--- src/include/axi_bridge_params.svh ---
// axi read bridge widths
`ifndef AXI_BRIDGE_PARAMS_SVH
`define AXI_BRIDGE_PARAMS_SVH

// axi read channel field widths
`define AXI_ADDR_WIDTH 32
`define AXI_DATA_WIDTH 32
`define AXI_LEN_WIDTH 8
`define AXI_SIZE_WIDTH 3
`define AXI_RESP_WIDTH 2

// cache line geometry, in data-bus words
`define LINE_WORDS 4
// wide enough to hold LINE_WORDS itself
`define LINE_BEAT_WIDTH 3

`endif
--- src/source/axi_bridge_pkg.sv ---
// axi read bridge types
package axi_bridge_pkg;

    // which requester a transfer belongs to
    typedef enum logic {
        OWNER_INST = 1'b0,
        OWNER_DATA = 1'b1
    } req_owner_e;

    // request opcode
    typedef enum logic {
        KIND_SINGLE = 1'b0,
        KIND_LINE   = 1'b1
    } req_kind_e;

    // arburst encodings, wrap unused
    typedef enum logic [1:0] {
        BURST_FIXED = 2'b00,
        BURST_INCR  = 2'b01
    } axi_burst_e;

    // ar issue fsm
    typedef enum logic [1:0] {
        ARB_IDLE  = 2'b00,
        ARB_ISSUE = 2'b01,
        ARB_WAIT  = 2'b10
    } arb_state_e;

endpackage

--- src/source/sram_axi_read_bridge.sv ---
// sram-like to axi read bridge
`include "axi_bridge_params.svh"

module sram_axi_read_bridge (
    input  logic                       clk,
    input  logic                       reset,
    // instruction side
    input  logic                       i_inst_req_valid,
    output logic                       o_inst_req_ready,
    input  axi_bridge_pkg::req_kind_e  i_inst_req_kind,
    input  logic [`AXI_ADDR_WIDTH-1:0] i_inst_req_addr,
    input  logic [`AXI_SIZE_WIDTH-1:0] i_inst_req_size,
    output logic                       o_inst_ret_valid,
    output logic [`AXI_DATA_WIDTH-1:0] o_inst_ret_data,
    output logic                       o_inst_ret_last,
    // data side
    input  logic                       i_data_req_valid,
    output logic                       o_data_req_ready,
    input  axi_bridge_pkg::req_kind_e  i_data_req_kind,
    input  logic [`AXI_ADDR_WIDTH-1:0] i_data_req_addr,
    input  logic [`AXI_SIZE_WIDTH-1:0] i_data_req_size,
    output logic                       o_data_ret_valid,
    output logic [`AXI_DATA_WIDTH-1:0] o_data_ret_data,
    output logic                       o_data_ret_last,
    // ar
    output logic                       o_arvalid,
    input  logic                       i_arready,
    output logic [`AXI_ADDR_WIDTH-1:0] o_araddr,
    output logic [`AXI_LEN_WIDTH-1:0]  o_arlen,
    output logic [`AXI_SIZE_WIDTH-1:0] o_arsize,
    output axi_bridge_pkg::axi_burst_e o_arburst,
    // r, always accepted
    input  logic                       i_rvalid,
    input  logic [`AXI_DATA_WIDTH-1:0] i_rdata,
    input  logic [`AXI_RESP_WIDTH-1:0] i_rresp,
    input  logic                       i_rlast,
    output logic                       o_resp_error
);
    logic                        inst_pend_valid;
    logic [`AXI_ADDR_WIDTH-1:0]  inst_pend_addr;
    logic [`AXI_LEN_WIDTH-1:0]   inst_pend_len;
    logic [`AXI_SIZE_WIDTH-1:0]  inst_pend_size;
    axi_bridge_pkg::axi_burst_e  inst_pend_burst;
    logic                        inst_take;
    logic                        data_pend_valid;
    logic [`AXI_ADDR_WIDTH-1:0]  data_pend_addr;
    logic [`AXI_LEN_WIDTH-1:0]   data_pend_len;
    logic [`AXI_SIZE_WIDTH-1:0]  data_pend_size;
    axi_bridge_pkg::axi_burst_e  data_pend_burst;
    logic                        data_take;
    // arbiter to router
    logic                        start;
    axi_bridge_pkg::req_owner_e  start_owner;
    logic [`LINE_BEAT_WIDTH-1:0] start_beats;
    logic                        done;

    read_req_decode u_inst_decode (
        .clk          (clk),
        .reset        (reset),
        .i_req_valid  (i_inst_req_valid),
        .o_req_ready  (o_inst_req_ready),
        .i_req_kind   (i_inst_req_kind),
        .i_req_addr   (i_inst_req_addr),
        .i_req_size   (i_inst_req_size),
        .o_pend_valid (inst_pend_valid),
        .o_pend_addr  (inst_pend_addr),
        .o_pend_len   (inst_pend_len),
        .o_pend_size  (inst_pend_size),
        .o_pend_burst (inst_pend_burst),
        .i_take       (inst_take)
    );

    read_req_decode u_data_decode (
        .clk          (clk),
        .reset        (reset),
        .i_req_valid  (i_data_req_valid),
        .o_req_ready  (o_data_req_ready),
        .i_req_kind   (i_data_req_kind),
        .i_req_addr   (i_data_req_addr),
        .i_req_size   (i_data_req_size),
        .o_pend_valid (data_pend_valid),
        .o_pend_addr  (data_pend_addr),
        .o_pend_len   (data_pend_len),
        .o_pend_size  (data_pend_size),
        .o_pend_burst (data_pend_burst),
        .i_take       (data_take)
    );

    read_arbiter u_arbiter (
        .clk               (clk),
        .reset             (reset),
        .i_inst_pend_valid (inst_pend_valid),
        .i_inst_pend_addr  (inst_pend_addr),
        .i_inst_pend_len   (inst_pend_len),
        .i_inst_pend_size  (inst_pend_size),
        .i_inst_pend_burst (inst_pend_burst),
        .i_data_pend_valid (data_pend_valid),
        .i_data_pend_addr  (data_pend_addr),
        .i_data_pend_len   (data_pend_len),
        .i_data_pend_size  (data_pend_size),
        .i_data_pend_burst (data_pend_burst),
        .o_inst_take       (inst_take),
        .o_data_take       (data_take),
        .o_arvalid         (o_arvalid),
        .i_arready         (i_arready),
        .o_araddr          (o_araddr),
        .o_arlen           (o_arlen),
        .o_arsize          (o_arsize),
        .o_arburst         (o_arburst),
        .o_start           (start),
        .o_start_owner     (start_owner),
        .o_start_beats     (start_beats),
        .i_done            (done)
    );

    read_return_router u_router (
        .clk              (clk),
        .reset            (reset),
        .i_start          (start),
        .i_start_owner    (start_owner),
        .i_start_beats    (start_beats),
        .i_rvalid         (i_rvalid),
        .i_rdata          (i_rdata),
        .i_rresp          (i_rresp),
        .i_rlast          (i_rlast),
        .o_done           (done),
        .o_inst_ret_valid (o_inst_ret_valid),
        .o_inst_ret_data  (o_inst_ret_data),
        .o_inst_ret_last  (o_inst_ret_last),
        .o_data_ret_valid (o_data_ret_valid),
        .o_data_ret_data  (o_data_ret_data),
        .o_data_ret_last  (o_data_ret_last),
        .o_resp_error     (o_resp_error)
    );

endmodule

--- src/source/read_return_router.sv ---
// r channel return router
`include "axi_bridge_params.svh"

module read_return_router (
    input  logic                        clk,
    input  logic                        reset,
    input  logic                        i_start,
    input  axi_bridge_pkg::req_owner_e  i_start_owner,
    input  logic [`LINE_BEAT_WIDTH-1:0] i_start_beats,
    input  logic                        i_rvalid,
    input  logic [`AXI_DATA_WIDTH-1:0]  i_rdata,
    input  logic [`AXI_RESP_WIDTH-1:0]  i_rresp,
    input  logic                        i_rlast,
    output logic                        o_done,
    output logic                        o_inst_ret_valid,
    output logic [`AXI_DATA_WIDTH-1:0]  o_inst_ret_data,
    output logic                        o_inst_ret_last,
    output logic                        o_data_ret_valid,
    output logic [`AXI_DATA_WIDTH-1:0]  o_data_ret_data,
    output logic                        o_data_ret_last,
    output logic                        o_resp_error
);
    axi_bridge_pkg::req_owner_e  owner_q;
    logic [`LINE_BEAT_WIDTH-1:0] expect_q;
    logic [`LINE_BEAT_WIDTH-1:0] beat_cnt_q;
    logic [`LINE_BEAT_WIDTH-1:0] beat_num;
    logic                        is_final;
    logic                        inst_beat;
    logic                        data_beat;

    // 1-based index of the beat on the bus now
    assign beat_num = beat_cnt_q + 1'b1;
    assign is_final = (beat_num == expect_q);

    assign inst_beat = i_rvalid && owner_q == axi_bridge_pkg::OWNER_INST;
    assign data_beat = i_rvalid && owner_q == axi_bridge_pkg::OWNER_DATA;

    // arbiter may leave wait once the last beat shows up
    assign o_done = i_rvalid && i_rlast;

    always_ff @(posedge clk) begin
        if (reset) begin
            owner_q <= axi_bridge_pkg::OWNER_INST;
            expect_q <= '0;
            beat_cnt_q <= '0;
        end else if (i_start) begin
            owner_q <= i_start_owner;
            expect_q <= i_start_beats;
            beat_cnt_q <= '0;
        end else if (i_rvalid) begin
            beat_cnt_q <= beat_num;
        end
    end

    // valid strobes, one cycle behind the r beat
    always_ff @(posedge clk) begin
        if (reset) begin
            o_inst_ret_valid <= 1'b0;
            o_data_ret_valid <= 1'b0;
        end else begin
            o_inst_ret_valid <= inst_beat;
            o_data_ret_valid <= data_beat;
        end
    end

    // payload only loads for its owner
    always_ff @(posedge clk) begin
        if (inst_beat) begin
            o_inst_ret_data <= i_rdata;
            o_inst_ret_last <= i_rlast;
        end
        if (data_beat) begin
            o_data_ret_data <= i_rdata;
            o_data_ret_last <= i_rlast;
        end
    end

    // sticky: early or late rlast, or any non-okay response
    always_ff @(posedge clk) begin
        if (reset) begin
            o_resp_error <= 1'b0;
        end else if (i_rvalid && (i_rlast != is_final || i_rresp != '0)) begin
            o_resp_error <= 1'b1;
        end
    end

endmodule

--- src/source/read_arbiter.sv ---
// read arbiter and ar channel driver
`include "axi_bridge_params.svh"

module read_arbiter (
    input  logic                         clk,
    input  logic                         reset,
    input  logic                         i_inst_pend_valid,
    input  logic [`AXI_ADDR_WIDTH-1:0]   i_inst_pend_addr,
    input  logic [`AXI_LEN_WIDTH-1:0]    i_inst_pend_len,
    input  logic [`AXI_SIZE_WIDTH-1:0]   i_inst_pend_size,
    input  axi_bridge_pkg::axi_burst_e   i_inst_pend_burst,
    input  logic                         i_data_pend_valid,
    input  logic [`AXI_ADDR_WIDTH-1:0]   i_data_pend_addr,
    input  logic [`AXI_LEN_WIDTH-1:0]    i_data_pend_len,
    input  logic [`AXI_SIZE_WIDTH-1:0]   i_data_pend_size,
    input  axi_bridge_pkg::axi_burst_e   i_data_pend_burst,
    output logic                         o_inst_take,
    output logic                         o_data_take,
    output logic                         o_arvalid,
    input  logic                         i_arready,
    output logic [`AXI_ADDR_WIDTH-1:0]   o_araddr,
    output logic [`AXI_LEN_WIDTH-1:0]    o_arlen,
    output logic [`AXI_SIZE_WIDTH-1:0]   o_arsize,
    output axi_bridge_pkg::axi_burst_e   o_arburst,
    output logic                         o_start,
    output axi_bridge_pkg::req_owner_e   o_start_owner,
    output logic [`LINE_BEAT_WIDTH-1:0]  o_start_beats,
    input  logic                         i_done
);
    axi_bridge_pkg::arb_state_e state_q;
    // owner of the current or most recent read
    axi_bridge_pkg::req_owner_e owner_q;
    logic                       any_pend;
    logic                       pick_data;
    logic                       ar_fire;

    assign any_pend = i_inst_pend_valid || i_data_pend_valid;

    // data wins ties, except right after its own read while inst waits
    assign pick_data = i_data_pend_valid &&
        (!i_inst_pend_valid || owner_q != axi_bridge_pkg::OWNER_DATA);

    assign o_arvalid = (state_q == axi_bridge_pkg::ARB_ISSUE);
    assign ar_fire = o_arvalid && i_arready;

    // release the winning decoder on the handshake
    assign o_inst_take = ar_fire && owner_q == axi_bridge_pkg::OWNER_INST;
    assign o_data_take = ar_fire && owner_q == axi_bridge_pkg::OWNER_DATA;

    // router setup, same cycle as the handshake
    assign o_start = ar_fire;
    assign o_start_owner = owner_q;
    assign o_start_beats = o_arlen[`LINE_BEAT_WIDTH-1:0] + 1'b1;

    always_ff @(posedge clk) begin
        if (reset) begin
            state_q <= axi_bridge_pkg::ARB_IDLE;
            // so the first tie goes to data
            owner_q <= axi_bridge_pkg::OWNER_INST;
        end else begin
            case (state_q)
                axi_bridge_pkg::ARB_IDLE: begin
                    if (any_pend) begin
                        state_q <= axi_bridge_pkg::ARB_ISSUE;
                        owner_q <= pick_data ? axi_bridge_pkg::OWNER_DATA
                                             : axi_bridge_pkg::OWNER_INST;
                    end
                end
                axi_bridge_pkg::ARB_ISSUE: begin
                    // hold until the slave takes it
                    if (i_arready) begin
                        state_q <= axi_bridge_pkg::ARB_WAIT;
                    end
                end
                axi_bridge_pkg::ARB_WAIT: begin
                    // single outstanding read
                    if (i_done) begin
                        state_q <= axi_bridge_pkg::ARB_IDLE;
                    end
                end
                default: begin
                    state_q <= axi_bridge_pkg::ARB_IDLE;
                end
            endcase
        end
    end

    // ar fields latched at selection, stable under back-pressure
    always_ff @(posedge clk) begin
        if (state_q == axi_bridge_pkg::ARB_IDLE && any_pend) begin
            if (pick_data) begin
                o_araddr <= i_data_pend_addr;
                o_arlen <= i_data_pend_len;
                o_arsize <= i_data_pend_size;
                o_arburst <= i_data_pend_burst;
            end else begin
                o_araddr <= i_inst_pend_addr;
                o_arlen <= i_inst_pend_len;
                o_arsize <= i_inst_pend_size;
                o_arburst <= i_inst_pend_burst;
            end
        end
    end

endmodule

--- src/source/read_req_decode.sv ---
// read request decoder
`include "axi_bridge_params.svh"

module read_req_decode (
    input  logic                       clk,
    input  logic                       reset,
    input  logic                       i_req_valid,
    output logic                       o_req_ready,
    input  axi_bridge_pkg::req_kind_e  i_req_kind,
    input  logic [`AXI_ADDR_WIDTH-1:0] i_req_addr,
    input  logic [`AXI_SIZE_WIDTH-1:0] i_req_size,
    output logic                       o_pend_valid,
    output logic [`AXI_ADDR_WIDTH-1:0] o_pend_addr,
    output logic [`AXI_LEN_WIDTH-1:0]  o_pend_len,
    output logic [`AXI_SIZE_WIDTH-1:0] o_pend_size,
    output axi_bridge_pkg::axi_burst_e o_pend_burst,
    input  logic                       i_take
);
    localparam int ADDR_W = `AXI_ADDR_WIDTH;
    localparam int LEN_W = `AXI_LEN_WIDTH;
    localparam int SIZE_W = `AXI_SIZE_WIDTH;
    localparam int WORD_BYTES = `AXI_DATA_WIDTH / 8;
    localparam int LINE_BYTES = `LINE_WORDS * WORD_BYTES;
    // byte offset bits inside one line
    localparam logic [ADDR_W-1:0] LINE_OFFSET = ADDR_W'(LINE_BYTES - 1);
    localparam logic [LEN_W-1:0] LINE_LEN = LEN_W'(`LINE_WORDS - 1);
    // arsize code of a full data-bus word
    localparam logic [SIZE_W-1:0] WORD_SIZE = SIZE_W'($clog2(WORD_BYTES));

    logic                       pend_valid_q;
    logic                       accept;
    logic [`AXI_ADDR_WIDTH-1:0] dec_addr;
    logic [`AXI_LEN_WIDTH-1:0]  dec_len;
    logic [`AXI_SIZE_WIDTH-1:0] dec_size;
    axi_bridge_pkg::axi_burst_e dec_burst;

    // one slot, so ready is just "slot empty"
    assign o_req_ready = !pend_valid_q;
    assign accept = i_req_valid && o_req_ready;
    assign o_pend_valid = pend_valid_q;

    // opcode to burst fields
    always_comb begin
        if (i_req_kind == axi_bridge_pkg::KIND_LINE) begin
            // line fill starts at the line base
            dec_addr = i_req_addr & ~LINE_OFFSET;
            dec_len = LINE_LEN;
            dec_size = WORD_SIZE;
            dec_burst = axi_bridge_pkg::BURST_INCR;
        end else begin
            // uncached word, one beat
            dec_addr = i_req_addr;
            dec_len = '0;
            dec_size = i_req_size;
            dec_burst = axi_bridge_pkg::BURST_FIXED;
        end
    end

    always_ff @(posedge clk) begin
        if (reset) begin
            pend_valid_q <= 1'b0;
        end else if (accept) begin
            pend_valid_q <= 1'b1;
        end else if (i_take) begin
            // freed on the ar handshake
            pend_valid_q <= 1'b0;
        end
    end

    // held fields
    always_ff @(posedge clk) begin
        if (accept) begin
            o_pend_addr <= dec_addr;
            o_pend_len <= dec_len;
            o_pend_size <= dec_size;
            o_pend_burst <= dec_burst;
        end
    end

endmodule

--- config.mk ---
export PLATFORM = sky130hd
export DESIGN_NAME = sram_axi_read_bridge
export DESIGN_NICKNAME = d
export VERILOG_FILES = /design/src/source/axi_bridge_pkg.sv /design/src/source/sram_axi_read_bridge.sv /design/src/source/read_return_router.sv /design/src/source/read_arbiter.sv /design/src/source/read_req_decode.sv
export VERILOG_INCLUDE_DIRS = /design/src /design/src/include
export SDC_FILE = /design/constraint.sdc
export NUM_CORES = 1
export LEC_CHECK = 0
export ABC_CLOCK_PERIOD_IN_PS = 3800
export BUFFER_PORTS_ARGS = -buffer_cell sky130_fd_sc_hd__buf_2
export CELL_PAD_IN_SITES_DETAIL_PLACEMENT = 1
export CELL_PAD_IN_SITES_GLOBAL_PLACEMENT = 1
export CORE_MARGIN = 10
export CORE_UTILIZATION = 37
export DETAILED_ROUTE_END_ITERATION = 10
export PLACE_DENSITY = 0.72
export SETUP_SLACK_MARGIN = 0.2
export SYNTH_ARGS = -nofsm -noshare
export SYNTH_HDL_FRONTEND = slang
export SYNTH_SLANG_ARGS = --single-unit
--- constraint.sdc ---
create_clock -name clk -period 3.8 [get_ports clk]
set_input_delay 0.76 -clock clk [delete_from_list [all_inputs] [get_ports clk]]
set_output_delay 0.76 -clock clk [all_outputs]
set_load 0.05 [all_outputs]
==> impl_metrics.ini <==
[outcome]
status = complete, no violations

[critical_path]
crit_path_start_kind = flop
cp_slowest_cell = a21oi_4
path_max_fanout = 26
crit_path_max_incr_delay_ns = 0.74
startpoint = u_data_decode.o_pend_valid
cp-end-kind = flop
rr_startpoint = u_data_decode.o_pend_valid
rrSetupSlack_ns = 1.51
cp.required_ns = 3.98
rr_worst_depth = 4
cp-endpoint = u_arbiter.o_araddr[3]
crit_type = flop to flop
arrival_ns = 2.47
path_cells = inv_1, a21oi_4, buf_4, mux2_2
r2r_end = u_arbiter.o_araddr[3]

[timing]
rsz0062_at_grt = no
maxSlewHeadroom = 0.2290
tns_ns = 0
final-max-slew-violation-count = 0
finalHoldViolCount = 0
worstMarginPinSlew_ns = 1.154
period_minus_slack_ns = 2.294
fin_crit_sh = 0.6037
skew_ns = 0.008923
setup_viol = 0
max_freq_ghz = 0.4359

[detailed_routing]
drc = 0
drtIter0Drc = 187
viasPerCell = 4.539
routed_wl_mm = 16.39
drtAntennaViolNets = 0
drt_pass1_iterations = 4
vias = 3545
routedWlPerCell_um = 20.99

[finish]
layout.nets = 657
fillers = 1717
drive_above_1_share = 0.5396
fin_area_um2 = 8449
diodes = 0
fin_cells = 781
post-route-util = 0.4902
syn_to_final_growth_pct = 30.67

[clock_network]
cts_hold_buffers = 0
cts_resized = 0
max-clock-path-buffers = 2
cts_tree = built
cts-buffers-inserted = 17
path_clk_slew_ns = 0.07
clkLatencyLatePin_ns = 0.42
cts_setup_buffers = 0
clkSinkCount = 188
htree_levels = 4
cts_root_buf = clkbuf_16

[power]
p_per_area_nw_per_um2 = 578.8
ir_drop_mv = 0.2987
power_leakage_nw = 3.298

[global_route]
grt_pass1_vias = 4066
grt_overflow = 0
grt_pass1_wl_mm = 24.58
grt.total_usage = 0.1375
grt_max_degree = 37
antenna_found_initial = 1

[die]
io_pins = 230
placeableCoreArea_um2 = 17240
die_w_um = 152.2
die-area_um2 = 23160
initial_core_util = 0.3751
die_h_um = 152.2
num_rows = 48

[placed_design]
dpl.cell_count = 749
placed_area_um2 = 7839
dp_hpwl_mm = 12.37
portBuffers = 222
gp_congestion = 0.8347

[yosys]
synth.top_cells.by_area = edfxtp_1 (81%), mux2_2 (5.9%), dfxtp_1 (4.3%), nor2b_1 (1.6%), buf_4 (1.5%)
synthFlopType = edfxtp_1
synth_most_common_cell = edfxtp_1
synth_cell_types = 34
synth_area_um2 = 6466
avgSynthCellArea_um2 = 21.06
synth_edf_count = 174
netlist.area_leader.share = 0.8080
synth_top_area_cell = edfxtp_1
ys_seq_area_frac = 0.8514
synth_seq_cells = 188
synthTopCellsByCount = edfxtp_1 (174), mux2_2 (34), nor2b_1 (17)
synth_cells = 307
synth-async-reset-ratio = 0
yosysWarnings = 0

[worst_hold_path]
hold_class = flop to flop
hold_depth = 2

[flow_run]
maxCapViolations = 0
[state kept, by name (all words and copies together) (netlist names), 3 cells and up]
signal	flops
u_router.beat_cnt_q	3
u_arbiter.o_araddr	32
u_inst_decode.o_pend_addr	32
u_arbiter.o_arsize	3
u_data_decode.o_pend_addr	32
u_router.o_data_ret_data	32
u_inst_decode.o_pend_size	3
u_data_decode.o_pend_size	3
u_router.o_inst_ret_data	32
[cell usage in the layout (no fill, tap or decap), types with 3 or more instances in the layout]
master / Yosys / final
mux2_2: 34 / 34
buf_2: 0 / 222
bufinv_16: 0 / 3
nor3_1: 4 / 4
conb_1: 1 / 7
clkbuf_16: 0 / 17
a21oi_1: 6 / 6
dfxtp_1: 14 / 14
nand2_1: 6 / 6
clkinv_4: 0 / 3
edfxtp_1: 174 / 174
nor2_1: 6 / 6
nor2b_1: 17 / 14
inv_6: 0 / 4
buf_4: 13 / 5
[worst max-delay path, delay by kind of cell (launching register included)]
family                 cells  cell delay [ns]
AOI/OAI and AO/OA          1             0.74
buffers and inverters      2             0.50
DFF                        1             0.44
muxes                      1             0.36
[worst min-delay path by stage]
stage                         start                            to  slack, ns
3_5_place_dp   u_router.expect_q[2]          u_router.expect_q[2]       0.47
6_report       u_router.expect_q[2]          u_router.expect_q[2]       0.47
2_1_floorplan  u_router.expect_q[2]          u_router.expect_q[2]       0.44
4_1_cts        u_router.expect_q[2]          u_router.expect_q[2]       0.48
3_3_place_gp   u_router.expect_q[2]          u_router.expect_q[2]       0.46
5_1_grt          i_data_req_addr[7]  u_data_decode.o_pend_addr[7]       0.49
[cell type report]
| type | instances | area, µm² | area share |
|---|---|---|---|
| tap | 225 | 281.5 | 0.03332 |
| clock buffer | 17 | 425.4 | 0.05035 |
| inverter | 2 | 7.507 | 0.0008885 |
| timing repair buffer | 227 | 1149 | 0.1359 |
| sequential | 188 | 5505 | 0.6516 |
| clock inverter | 15 | 185.2 | 0.02192 |
| multi-input combinational | 107 | 895.9 | 0.1060 |
[per-layer routing]
layer,global-route usage,vias to the layer above,part of all wire
li1,-,1636,-
met1,0.1692,1687,0.42
met2,0.2104,207,0.45
met3,0.06492,13,0.12
met4,0.04264,2,0.011
met5,0,-,0.00073
[power breakdown]
part | switching (mW) | total (mW) | leakage, nW | internal [mW]
clock network | 0.775 | 1.82 | 0.292 | 1.05
logic | 0.447 | 0.602 | 1.24 | 0.155
registers | 0.0496 | 2.47 | 1.77 | 2.42
[through the flow]
step,hold WS [ns],setup WS (ns),power (mW)
after floorplan,0.4368,0.8121,2.922
after global placement,0.4564,1.582,3.105
after detailed placement,0.4660,1.481,3.123
after CTS,0.4756,1.468,4.949
after global routing,0.4867,1.385,5.072
final,0.4682,1.506,4.891
[cell families after synthesis]
group,after synthesis,synth area share
AND/OR/NAND/NOR,44,0.03889
buffers and inverters,18,0.01800
other,1,0.0005799
adder cells (fa/ha/maj),1,0.001935
multiplexers,37,0.06424
AO/OA/AOI/OAI,14,0.01722
flip-flops,188,0.8514
XOR/XNOR,4,0.007740
No activity file was read; power rests on OpenSTA's default activity.
